## config.mk

```make
export PLATFORM = sky130hd
export DESIGN_NAME = bch_ctrl_top
export DESIGN_NICKNAME = d
export VERILOG_FILES = /design/src/source/bch_ctrl_pkg.sv /design/src/source/wr_port_if.sv /design/src/source/enc_sequencer.sv /design/src/source/dec_sequencer.sv /design/src/source/chien_sequencer.sv /design/src/source/wr_port_arbiter.sv /design/src/source/bch_ctrl_top.sv
export SDC_FILE = /design/constraint.sdc
export NUM_CORES = 1
export LEC_CHECK = 0
export BUFFER_PORTS_ARGS = -buffer_cell sky130_fd_sc_hd__buf_2
export CAP_MARGIN = 10
export CORE_ASPECT_RATIO = 1.4
export CORE_MARGIN = 2
export CORE_UTILIZATION = 45
export CTS_BUF_LIST = sky130_fd_sc_hd__clkbuf_16
export DETAILED_ROUTE_END_ITERATION = 10
export GPL_TIMING_DRIVEN = 0
export PLACE_DENSITY_LB_ADDON = 0.1
export SYNTH_ARGS = -nofsm -noshare
export SYNTH_HDL_FRONTEND = slang
export SYNTH_HIERARCHICAL = 1
export SYNTH_SLANG_ARGS = --single-unit
```

## constraint.sdc

```tcl
create_clock -name clk -period 3.3 [get_ports clk]
set_clock_uncertainty 0.15 [all_clocks]
set_input_delay 0.165 -clock clk [delete_from_list [all_inputs] [get_ports clk]]
set_output_delay 0.165 -clock clk [all_outputs]
set_load 0.03 [all_outputs]
```

## src/source/bch_ctrl_pkg.sv

```systemverilog
package bch_ctrl_pkg;

    // ------------------------------------------------------------
    // Widths
    // ------------------------------------------------------------
    localparam int CNT_W     = 12;
    localparam int ADDR_W    = 13;
    localparam int CFG_W     = 10;
    localparam int SYM_BITS  = 6;
    localparam int SYM_IDX_W = $clog2(SYM_BITS);

    // Correction capability per mode
    localparam int CAP_T8  = 8;
    localparam int CAP_T15 = 15;

    localparam int ERRCNT_W = $clog2(CAP_T15 + 1);
    localparam int EXPT_W   = ERRCNT_W + 1;

    // Parity bytes, GF(2^13) gives 13 parity bits per corrected bit
    localparam int GF_M          = 13;
    localparam int PAR_SLOTS_T8  = (CAP_T8 * GF_M + 7) / 8;
    localparam int PAR_SLOTS_T15 = (CAP_T15 * GF_M + 7) / 8;
    localparam int DEC_EXTRA_T8  = PAR_SLOTS_T8;
    localparam int DEC_EXTRA_T15 = PAR_SLOTS_T15;

    localparam int CHIEN_STEP = 3;

    // ------------------------------------------------------------
    // State encodings and mode word
    // ------------------------------------------------------------
    typedef enum logic [1:0] {ENC_IDLE, ENC_CALC, ENC_OUT, ENC_DONE} enc_state_t;

    typedef enum logic [1:0] {DEC_IDLE, DEC_CALC, DEC_HANDOFF} dec_state_t;

    typedef enum logic [1:0] {CHIEN_IDLE, CHIEN_CALC, CHIEN_OUT, CHIEN_DONE} chien_state_t;

    typedef struct packed {
        logic correct_en;
        logic dec;
        logic opt;
        logic en;
    } ecc_mode_t;

endpackage

```

## src/source/wr_port_if.sv

```systemverilog
`timescale 1ns/100ps

interface wr_port_if;
    import bch_ctrl_pkg::*;

    logic              req;
    logic              gnt;
    logic [ADDR_W-1:0] addr;
    // Completion cycle of the source, no request attached
    logic              last;

    modport src (
        output req,
        output addr,
        output last,
        input  gnt
    );

    modport arb (
        input  req,
        input  addr,
        input  last,
        output gnt
    );

endinterface

```

## src/source/enc_sequencer.sv

```systemverilog
`timescale 1ns/100ps

module enc_sequencer (
    input  logic                           clk,
    input  logic                           rst_n,
    input  bch_ctrl_pkg::ecc_mode_t        mode_i,
    input  logic [bch_ctrl_pkg::CFG_W-1:0] cfg_i,
    input  logic                           wr_i,
    output logic                           data_avail_o,
    output logic                           last_o,
    output logic                           done_o,
    output logic                           busy_o,
    wr_port_if.src                         wr_port
);
    import bch_ctrl_pkg::*;

    enc_state_t       state;
    enc_state_t       state_nxt;
    logic [CNT_W-1:0] byte_cnt;
    logic [CNT_W-1:0] slot_cnt;
    logic [CNT_W-1:0] slot_max;
    logic             accept;
    logic             final_byte;
    logic             final_slot;

    assign slot_max   = mode_i.opt ? CNT_W'(PAR_SLOTS_T15 - 1) : CNT_W'(PAR_SLOTS_T8 - 1);
    assign accept     = mode_i.en && !mode_i.dec && wr_i
                        && (state == ENC_IDLE || state == ENC_CALC);
    assign final_byte = (byte_cnt == CNT_W'(cfg_i));
    assign final_slot = (slot_cnt == slot_max);

    always_comb
    begin
        state_nxt = state;
        case (state)
            ENC_IDLE, ENC_CALC:
            begin
                if (accept)
                    state_nxt = final_byte ? ENC_OUT : ENC_CALC;
            end
            ENC_OUT:
            begin
                // One parity slot per grant
                if (wr_port.gnt && final_slot)
                    state_nxt = ENC_DONE;
            end
            default:
                state_nxt = ENC_IDLE;
        endcase
        if (!mode_i.en)
            state_nxt = ENC_IDLE;
    end

    always_ff @(posedge clk)
    begin
        if (!rst_n)
        begin
            state        <= ENC_IDLE;
            byte_cnt     <= '0;
            slot_cnt     <= '0;
            data_avail_o <= 1'b0;
        end
        else
        begin
            state        <= state_nxt;
            data_avail_o <= accept;
            if (!mode_i.en || (accept && final_byte))
                byte_cnt <= '0;
            else if (accept)
                byte_cnt <= byte_cnt + 1'b1;
            if (state != ENC_OUT)
                slot_cnt <= '0;
            else if (wr_port.gnt)
                slot_cnt <= final_slot ? '0 : slot_cnt + 1'b1;
        end
    end

    assign last_o       = accept && final_byte;
    assign done_o       = (state == ENC_DONE);
    assign busy_o       = (state != ENC_IDLE);
    assign wr_port.req  = (state == ENC_OUT);
    assign wr_port.addr = ADDR_W'(slot_cnt);
    assign wr_port.last = done_o;

endmodule

```

## src/source/dec_sequencer.sv

```systemverilog
`timescale 1ns/100ps

module dec_sequencer (
    input  logic                           clk,
    input  logic                           rst_n,
    input  bch_ctrl_pkg::ecc_mode_t        mode_i,
    input  logic [bch_ctrl_pkg::CFG_W-1:0] cfg_i,
    input  logic                           wr_i,
    input  logic                           chien_idle_i,
    output logic                           data_avail_o,
    output logic                           load_o,
    output logic [bch_ctrl_pkg::CNT_W-1:0] scan_start_o,
    output logic                           busy_o
);
    import bch_ctrl_pkg::*;

    dec_state_t       state;
    dec_state_t       state_nxt;
    logic [CNT_W-1:0] byte_cnt;
    logic [CNT_W-1:0] last_idx;
    logic [CNT_W-1:0] fold_rem;
    logic [CNT_W-1:0] fold_cnt;
    logic             accept;
    logic             final_byte;
    logic             fold_busy;

    // Index of the final received byte, data plus parity
    assign last_idx   = CNT_W'(cfg_i)
                        + (mode_i.opt ? CNT_W'(DEC_EXTRA_T15) : CNT_W'(DEC_EXTRA_T8));
    assign accept     = mode_i.en && mode_i.dec && wr_i
                        && (state == DEC_IDLE || state == DEC_CALC);
    assign final_byte = (byte_cnt == last_idx);
    assign fold_busy  = (fold_rem > CNT_W'(CHIEN_STEP));

    always_comb
    begin
        state_nxt = state;
        case (state)
            DEC_IDLE, DEC_CALC:
            begin
                if (accept)
                    state_nxt = final_byte ? DEC_HANDOFF : DEC_CALC;
            end
            DEC_HANDOFF:
            begin
                if (chien_idle_i && !fold_busy)
                    state_nxt = DEC_IDLE;
            end
            default:
                state_nxt = DEC_IDLE;
        endcase
        if (!mode_i.en)
            state_nxt = DEC_IDLE;
    end

    always_ff @(posedge clk)
    begin
        if (!rst_n)
        begin
            state        <= DEC_IDLE;
            byte_cnt     <= '0;
            data_avail_o <= 1'b0;
        end
        else
        begin
            state        <= state_nxt;
            data_avail_o <= accept;
            if (!mode_i.en || (accept && final_byte))
                byte_cnt <= '0;
            else if (accept)
                byte_cnt <= byte_cnt + 1'b1;
        end
    end

    // ------------------------------------------------------------
    // Scan start, one subtraction per cycle while bytes stream in
    // ------------------------------------------------------------
    always_ff @(posedge clk)
    begin
        if (state == DEC_IDLE)
        begin
            fold_rem <= last_idx;
            fold_cnt <= '0;
        end
        else if (fold_busy)
        begin
            fold_rem <= fold_rem - CNT_W'(CHIEN_STEP);
            fold_cnt <= fold_cnt + 1'b1;
        end
    end

    assign scan_start_o = last_idx + fold_cnt;
    assign load_o       = mode_i.en && (state == DEC_HANDOFF) && chien_idle_i && !fold_busy;
    assign busy_o       = (state != DEC_IDLE);

endmodule

```

## src/source/chien_sequencer.sv

```systemverilog
`timescale 1ns/100ps

module chien_sequencer (
    input  logic                              clk,
    input  logic                              rst_n,
    input  logic                              en_i,
    input  logic                              correct_en_i,
    input  logic                              load_i,
    input  logic [bch_ctrl_pkg::CNT_W-1:0]    scan_start_i,
    input  logic                              detect_error_i,
    input  logic [bch_ctrl_pkg::SYM_BITS-1:0] error_data_i,
    input  logic                              err_flag_i,
    input  logic [bch_ctrl_pkg::EXPT_W-1:0]   err_expt_i,
    output logic                              idle_o,
    output logic                              done_o,
    output logic                              error_o,
    output logic                              correct_fail_o,
    wr_port_if.src                            wr_port
);
    import bch_ctrl_pkg::*;

    chien_state_t         state;
    chien_state_t         state_nxt;
    logic [CNT_W-1:0]     pos;
    logic [ERRCNT_W-1:0]  err_cnt;
    logic [EXPT_W-1:0]    expt_q;
    logic                 flag_q;
    logic                 corr_q;
    logic [SYM_BITS-1:0]  sym_q;
    logic [SYM_IDX_W-1:0] low_bit;
    logic                 stop;

    // Top bit of the expected count marks an uncorrectable block
    assign stop = !flag_q || !corr_q || expt_q[EXPT_W-1]
                  || ({1'b0, err_cnt} >= expt_q);

    always_comb
    begin
        state_nxt = state;
        case (state)
            CHIEN_IDLE:
            begin
                if (load_i)
                    state_nxt = CHIEN_CALC;
            end
            CHIEN_CALC:
            begin
                if (stop)
                    state_nxt = CHIEN_DONE;
                else if (detect_error_i)
                    state_nxt = CHIEN_OUT;
                else if (pos == '0)
                    state_nxt = CHIEN_DONE;
            end
            CHIEN_OUT:
            begin
                if (wr_port.gnt)
                    state_nxt = CHIEN_CALC;
            end
            default:
                state_nxt = CHIEN_IDLE;
        endcase
        if (!en_i)
            state_nxt = CHIEN_IDLE;
    end

    always_ff @(posedge clk)
    begin
        if (!rst_n)
        begin
            state   <= CHIEN_IDLE;
            pos     <= '0;
            err_cnt <= '0;
            expt_q  <= '0;
            flag_q  <= 1'b0;
            corr_q  <= 1'b0;
        end
        else
        begin
            state <= state_nxt;
            if (load_i)
            begin
                pos     <= scan_start_i;
                err_cnt <= '0;
                expt_q  <= err_expt_i;
                flag_q  <= err_flag_i;
                corr_q  <= correct_en_i;
            end
            else
            begin
                // Position holds while an error write waits
                if (state == CHIEN_CALC && !stop && !detect_error_i && pos != '0)
                    pos <= pos - 1'b1;
                if (state == CHIEN_OUT && wr_port.gnt)
                    err_cnt <= err_cnt + 1'b1;
            end
        end
    end

    always_ff @(posedge clk)
    begin
        if (state == CHIEN_CALC && state_nxt == CHIEN_OUT)
            sym_q <= error_data_i;
    end

    // ------------------------------------------------------------
    // Byte address of the flagged bit
    // ------------------------------------------------------------
    always_comb
    begin
        low_bit = SYM_IDX_W'(SYM_BITS - 1);
        for (int i = SYM_BITS - 1; i >= 0; i--)
        begin
            if (sym_q[i])
                low_bit = SYM_IDX_W'(i);
        end
    end

    assign wr_port.addr = ADDR_W'(pos) * ADDR_W'(SYM_BITS)
                          + ADDR_W'(SYM_BITS - 1) - ADDR_W'(low_bit);
    assign wr_port.req  = (state == CHIEN_OUT);
    assign wr_port.last = done_o;

    assign idle_o         = (state == CHIEN_IDLE);
    assign done_o         = (state == CHIEN_DONE);
    assign error_o        = flag_q;
    assign correct_fail_o = corr_q && ({1'b0, err_cnt} < expt_q);

endmodule

```

## src/source/wr_port_arbiter.sv

```systemverilog
`timescale 1ns/100ps

module wr_port_arbiter (
    input  logic                            clk,
    input  logic                            rst_n,
    wr_port_if.arb                          enc_port,
    wr_port_if.arb                          chien_port,
    output logic                            wr_o,
    output logic [bch_ctrl_pkg::ADDR_W-1:0] addr_o,
    output logic                            done_o
);
    import bch_ctrl_pkg::*;

    logic prio_chien;
    logic enc_win;
    logic chien_win;

    // Round robin, the last winner yields on contention
    assign enc_win   = enc_port.req && !(chien_port.req && prio_chien);
    assign chien_win = chien_port.req && !enc_win;

    assign enc_port.gnt   = enc_win;
    assign chien_port.gnt = chien_win;

    always_ff @(posedge clk)
    begin
        if (!rst_n)
        begin
            wr_o       <= 1'b0;
            done_o     <= 1'b0;
            prio_chien <= 1'b0;
        end
        else
        begin
            wr_o   <= enc_win || chien_win;
            done_o <= enc_port.last || chien_port.last;
            if (enc_win)
                prio_chien <= 1'b1;
            else if (chien_win)
                prio_chien <= 1'b0;
        end
    end

    // Holds the last written address
    always_ff @(posedge clk)
    begin
        if (enc_win)
            addr_o <= enc_port.addr;
        else if (chien_win)
            addr_o <= chien_port.addr;
    end

endmodule

```

## src/source/bch_ctrl_top.sv

```systemverilog
`timescale 1ns/100ps

module bch_ctrl_top (
    input  logic                              clk,
    input  logic                              rst_n,
    input  logic [3:0]                        ecc_ctrl_i,
    input  logic [bch_ctrl_pkg::CFG_W-1:0]    ecc_cfg_i,
    input  logic                              ecc_wr_i,
    input  logic                              detect_error_i,
    input  logic [bch_ctrl_pkg::SYM_BITS-1:0] error_data_i,
    input  logic                              err_flag_i,
    input  logic [bch_ctrl_pkg::EXPT_W-1:0]   err_expt_i,
    output logic                              enc_data_avail_o,
    output logic                              enc_last_o,
    output logic                              dec_data_avail_o,
    output logic                              ecc_wr_o,
    output logic [bch_ctrl_pkg::ADDR_W-1:0]   error_addr_o,
    output logic                              ecc_done_o,
    output logic                              ecc_busy_o,
    output logic                              ecc_error_o,
    output logic                              correct_fail_o
);
    import bch_ctrl_pkg::*;

    ecc_mode_t        mode;
    logic             enc_busy;
    logic             dec_busy;
    logic             chien_idle;
    logic             chien_load;
    logic [CNT_W-1:0] scan_start;

    wr_port_if enc_port ();
    wr_port_if chien_port ();

    assign mode.en         = ecc_ctrl_i[0];
    assign mode.opt        = ecc_ctrl_i[1];
    assign mode.dec        = ecc_ctrl_i[2];
    assign mode.correct_en = ecc_ctrl_i[3];

    // Completion of both sources reaches the arbiter through last
    enc_sequencer u_enc (
        .clk          (clk),
        .rst_n        (rst_n),
        .mode_i       (mode),
        .cfg_i        (ecc_cfg_i),
        .wr_i         (ecc_wr_i),
        .data_avail_o (enc_data_avail_o),
        .last_o       (enc_last_o),
        .done_o       (),
        .busy_o       (enc_busy),
        .wr_port      (enc_port.src)
    );

    dec_sequencer u_dec (
        .clk          (clk),
        .rst_n        (rst_n),
        .mode_i       (mode),
        .cfg_i        (ecc_cfg_i),
        .wr_i         (ecc_wr_i),
        .chien_idle_i (chien_idle),
        .data_avail_o (dec_data_avail_o),
        .load_o       (chien_load),
        .scan_start_o (scan_start),
        .busy_o       (dec_busy)
    );

    chien_sequencer u_chien (
        .clk            (clk),
        .rst_n          (rst_n),
        .en_i           (mode.en),
        .correct_en_i   (mode.correct_en),
        .load_i         (chien_load),
        .scan_start_i   (scan_start),
        .detect_error_i (detect_error_i),
        .error_data_i   (error_data_i),
        .err_flag_i     (err_flag_i),
        .err_expt_i     (err_expt_i),
        .idle_o         (chien_idle),
        .done_o         (),
        .error_o        (ecc_error_o),
        .correct_fail_o (correct_fail_o),
        .wr_port        (chien_port.src)
    );

    wr_port_arbiter u_arb (
        .clk        (clk),
        .rst_n      (rst_n),
        .enc_port   (enc_port.arb),
        .chien_port (chien_port.arb),
        .wr_o       (ecc_wr_o),
        .addr_o     (error_addr_o),
        .done_o     (ecc_done_o)
    );

    assign ecc_busy_o = enc_busy || dec_busy || !chien_idle;

endmodule

```

Yosys cells after proc, flatten, opt, wreduce, memory -nomap -nowiden
Index checks and enable logic that the tools add are counted.
Widths: inputs -> output; s select.
{ "totals": {"register_bits": 112, "output_inout_bits": 21, "in_bits": 30} }
{ "op_classes": {"add_sub_neg": 11, "n_bitwise": 1, "muxes": 31, "n_reduce_logical": 62, "order_cmp": 3, "n_eq_ne": 17, "n_mul": 1} }
{ "op_table": {"columns": ["op", "n"], "rows": [
  ["$mux 12", 7],
  ["$add 12x1->12 const B", 4],
  ["$eq 12x12->1", 2],
  ["$mux 2", 12],
  ["$logic_and 1x1->1", 22],
  ["$add 13x3->13 const B", 1],
  ["$sub 13x3->13", 1],
  ["$add 10x12->12", 1],
  ["$add 12x12->12", 1],
  ["$eq 12x10->1", 1],
  ["$eq 2x2->1 const B", 6],
  ["$gt 12x2->1 const B", 1],
  ["$logic_not 12->1", 1],
  ["$mul 12x2->12 const B", 1],
  ["$mux 3", 4],
  ["$reduce_bool 12->1", 1],
  ["$reduce_or 2->1", 6],
  ["$sub 12x1->12 const B", 1],
  ["$sub 12x2->12 const B", 1],
  ["$logic_or 1x1->1", 11],
  ["$logic_not 1->1", 10],
  ["$mux 5", 2],
  ["$reduce_bool 2->1", 5],
  ["$pmux 2 s2", 2],
  ["11 further kinds", 22]
]} }

Depth between registers and ports, before layout
{ "depth": {"ltp_word": 11, "ltp_mapped": 17, "mapped_depth_nobuf": 17} }

Modules after synthesis
The synthesis kept the hierarchy.
{ "modules_own_cells": {"columns": ["module", "cells_per_inst", "n_inst", "seq_area_each_um2", "area_each_um2"], "rows": [
  ["dec_sequencer", 332, 1, 900.9, 2894.0],
  ["chien_sequencer", 306, 1, 650.6, 2668.8],
  ["enc_sequencer", 168, 1, 540.5, 1467.7],
  ["wr_port_arbiter", 38, 1, 450.4, 710.7],
  ["bch_ctrl_top", 1, 1, 0.0, 8.8]
]} }

Worst setup path after synthesis
Ideal clock, no wire load.
{ "synth_timing": {"path_kind": "register to register", "start": "register u_chien.pos[5]", "end": "register u_arb/addr_o[12] in the netlist's numbering, data pin", "setup_time_ps": 260, "slack_ps": -198, "required_time_ps": 2890, "arrival_ps": 3088, "path_stages_with_launch": 16, "path_cell_list": "dfxtp_1 inv_1 ha_1 nand3_1 o211ai_1 nor2_1 xnor2_1 inv_1 ha_1 nand2_1 o21ai_0 inv_1 o22ai_1 a21oi_2 xnor3_1 mux2_2"} }
{ "synth_via": {"elab_chain_cells": 3} }
{ "synth_lines": {"columns": ["element", "line", "rtl"], "rows": [
  ["start, declared", "chien_sequencer.sv:24", "logic [CNT_W-1:0] pos;"],
  ["start signal, assigned", "chien_sequencer.sv:83", "pos <= scan_start_i;"],
  ["start signal, assigned", "chien_sequencer.sv:93", "pos <= pos - 1'b1;"],
  ["$mul 12x2->12", "chien_sequencer.sv:119", "assign wr_port.addr = ADDR_W'(pos) * ADDR_W'(SYM_BITS)"],
  ["$add 13x3->13", "chien_sequencer.sv:120", "+ ADDR_W'(SYM_BITS - 1) - ADDR_W'(low_bit);"],
  ["$sub 13x3->13", "chien_sequencer.sv:120", null],
  ["via chien_port.addr[12]", "wr_port_if.sv:8", "logic [ADDR_W-1:0] addr;"],
  ["end signal, assigned", "wr_port_arbiter.sv:48", "addr_o <= enc_port.addr;"],
  ["end signal, assigned", "wr_port_arbiter.sv:50", "addr_o <= chien_port.addr;"],
  ["end, declared", "wr_port_arbiter.sv:9", "output logic [bch_ctrl_pkg::ADDR_W-1:0] addr_o,"]
]} }
The timed path passes the listed nets, and every way through them passes these cells.
A chain may end at the register's enable or synchronous reset.

Worst setup path after layout
{ "layout_timing": {"start": "register u_chien.pos[1]", "end": "register u_arb/addr_o[10] in the netlist's numbering, data pin"} }
{ "layout_via": {"elab_chain_cells": 5} }
{ "layout_lines": {"columns": ["element", "line", "rtl"], "rows": [
  ["$mul 12x2->12", "chien_sequencer.sv:119", null],
  ["$add 13x3->13", "chien_sequencer.sv:120", null],
  ["$sub 13x3->13", "chien_sequencer.sv:120", null],
  ["via chien_port.addr[10]", "wr_port_if.sv:8", null],
  ["$mux 12", "wr_port_arbiter.sv:49", "else if (chien_win)"],
  ["$mux 12", "wr_port_arbiter.sv:47", "if (enc_win)"]
]} }
The timed path passes the listed nets, and every way through them passes these cells. The select of a mux whose other input is x is not followed.

==> reports/results.ini <==
[hold_path]
hp-start=rst_n
min_path_type=input pin to flop

[layout]
final_util_pct=53.87
final_common_cell=nor2_1
fin_nets=1023
areaGrowthSynthToFinish_pct=16.89
fillCellCount=1547
antenna_cells=0
multiInputGateArea_mm2=0.005141
drive_above_1_share_pct=20.04
regArea_mm2=0.002556
final_cell_mix=nor2_1, dfxtp_1, xnor2_1, nand2_1, buf_2

[run]
cap_violations=0

[place]
dp_slack_ns=-0.3790
port_buffers=49
hpwl_um=14250
routabilityCongestion=0.8583

[setup_path]
critPathKind=flop to flop
crit_fanout=4
r2r-start=u_chien/pos[1]$_SDFFE_PN0P_
critPathArrivalTime_ns=3.30
crit_required_ns=3.26
worstSetupStartpoint=u_chien/pos[1]$_SDFFE_PN0P_
startpoint_type=flop
end_kind=flop

[global_route]
use_met1_pct=23.60
antenna_found_initial=0
grt_max_degree=21
use_met2_pct=36.50
grt_pass1_vias=6234
use_met3_pct=2.474
grt_usage_pct=20.35
overflow=0
busiest_layer=met2
grt_pass1_wl_um=29850

[timing]
finalCriticalPeriod_ns=3.338
worst_slack_ns=-0.03779
max_freq_mhz=299.6
report.final.slew_viol_count=0
tightest_slew_ns=0.8551
period_share_pct=101.1
finalSetupViolCount=2
grt_setup_unrepaired=true
slew_headroom_pct=42.48
setup-tns-final_ns=-0.05838
final-hold-violation-count=0

[yosys]
synth_top_cell_area_share_pct=21.18
yosysWarningCount=6
syn-cell-area_mm2=0.007750
synth_edf_count=30
synth_seq_cells=112
netlist_instances=845
avgSynthCellArea_um2=9.172
ys_types=87
synth_ff_type=dfxtp_1
synth_top_area_cell=dfxtp_1
synth_area_leaders=dfxtp_1, edfxtp_1, ha_1
postSynth.asyncResetShare_pct=0
syn-num-nets=940
ys_seq_area_share_pct=32.81

[power_and_ir_drop]
p_switching_uw=746.0
p_sw_share_pct=25.94
power_frac_comb_pct=10.3
internal_power_uw=2130
p_leak_uw=0.003556
seq_power_share_pct=50.3
p_clk_share_pct=39.4
vdd_drop_max_mv=0.2222
powerDensity_mw_per_mm2=317.5

[clocking]
cts_root_buffer=clkbuf_16
clockBufferDepth=2
clock_latency_ns=0.36
cts_tree=yes
cts.clk_slew.worst_paths_ns=0.08
htree_levels=3
clkSinkCount=112
cts_buffers=9

[drt]
first_pass_iters=5
drtIter0Drc=228
postRouteAntennaNets=0
routedWlPerCell_um=16.28
routed_via_density=5.460
dr_total_vias=6203
drc=0
wirelength_um=18500

[die]
die_h_um=159.3
die_w_um=114.9
die_area_mm2=0.01830
ios=51
num_rows=56
initial_core_util_pct=46.09
coreArea_mm2=0.01682

[status]
status=finished, violations left
violations=setup timing

[flip-flops by register name, indices dropped and copies added, names as in the netlist, 4 cells and up]
name             cells
u_arb/addr_o        13
u_chien/err_cnt      4
u_chien/expt_q       5
u_chien/pos         12
u_chien/sym_q        5
u_dec/byte_cnt      12
u_dec/fold_cnt      12
u_dec/fold_rem      12
u_enc/byte_cnt      12
u_enc/slot_cnt      12
[per-layer routing]
| layer | routed length, µm | part of all wire (%) | vias up |
|---|---|---|---|
| li1 | - | - | 3119 |
| met1 | 7694 | 42 | 2944 |
| met2 | 9723 | 53 | 105 |
| met3 | 441 | 2.4 | 35 |
| met4 | 636 | 3.4 | 0 |
| met5 | 0 | 0 | - |
[worst paths after layout]
check,endpoint,slack [ns],cells after the start
max,u_arb/addr_o[10]$_DFFE_PP_,-0.04,17
min,u_arb/done_o$_SDFF_PN0_,0.05,2
max reg2reg,u_arb/addr_o[10]$_DFFE_PP_,-0.04,17
min reg2reg,u_enc/byte_cnt[11]$_SDFFE_PP0N_,0.34,2
[critical path, cell delays in order, from the launching register on]
cell     delay, ns
dfxtp_4       0.39
ha_4          0.16
inv_2         0.04
fa_2          0.37
nor2b_4       0.14
o21a_1        0.15
nor2_2        0.05
xnor2_2       0.13
buf_4         0.14
ha_4          0.28
nand2_2       0.05
o21ai_2       0.15
inv_2         0.07
buf_6         0.12
nor3b_2       0.19
a21oi_2       0.08
xnor2_2       0.16
mux2_4        0.26
[final cells by class]
class	count	area share, %
tap	203	2.804
buffer	25	1.519
multi-input combinational	655	56.75
inverter	51	2.169
clock buffer	10	2.762
timing repair buffer	74	5.180
sequential	112	28.22
clock inverter	6	0.5939
[Yosys cell counts (all sizes together), types with 9 or more instances]
cell type	instances
mux2	16
buf	12
inv	50
xnor2	73
xor2	37
dfxtp	82
and3	12
clkbuf	15
o21ai	24
nand3	31
ha	62
nand2b	14
nand4	18
edfxtp	30
nor2b	21
and2	9
nor4	11
nor2	85
mux2i	14
nand2	63
nor3	26
a21oi	28
o211a	9
[power groups by stage]
stage | sequential [µW] | combinational, µW | clock [µW]
after floorplan | 1480 | 191 | 0
after detailed placement | 1480 | 281 | 0
final | 1450 | 297 | 1130
after global placement | 1480 | 274 | 0
after global routing | 1450 | 326 | 1220
after CTS | 1440 | 296 | 1170
[through the flow]
stage | cells | power, µW | hold slack [ns] | cell area (µm²)
6_report | 1136 | 2876 | 0.04527 | 9059
5_1_grt | 1136 | 2996 | 0.06404 | 9059
4_1_cts | 1133 | 2912 | 0.04088 | 8920
3_5_place_dp | 1097 | 1761 | 0.1933 | 8295
3_3_place_gp | 1097 | 1751 | 0.1952 | 8295
2_1_floorplan | 845 | 1667 | 0.1139 | 7796
[cell families after synthesis]
family / after synthesis / share of synthesized area [%]
compound gates: 121 / 12.21
xor+xnor: 113 / 13.40
fa+ha+maj: 65 / 10.78
buf+inv: 78 / 4.327
flops: 112 / 32.81
mux: 30 / 4.569
other cells: 1 / 0.04839
simple gates: 325 / 21.86
[timing repair]
action                                  in CTS  in global routing
endpoints found under the hold margin       13                  0
pin swaps                                   13                 18
hold buffers                                13                  0
resized for setup                           28                 25
gates cloned                                 0                  0
endpoints found under the setup margin      15                 16
setup buffers                                7                  5
(Power assumes the default switching activity.)
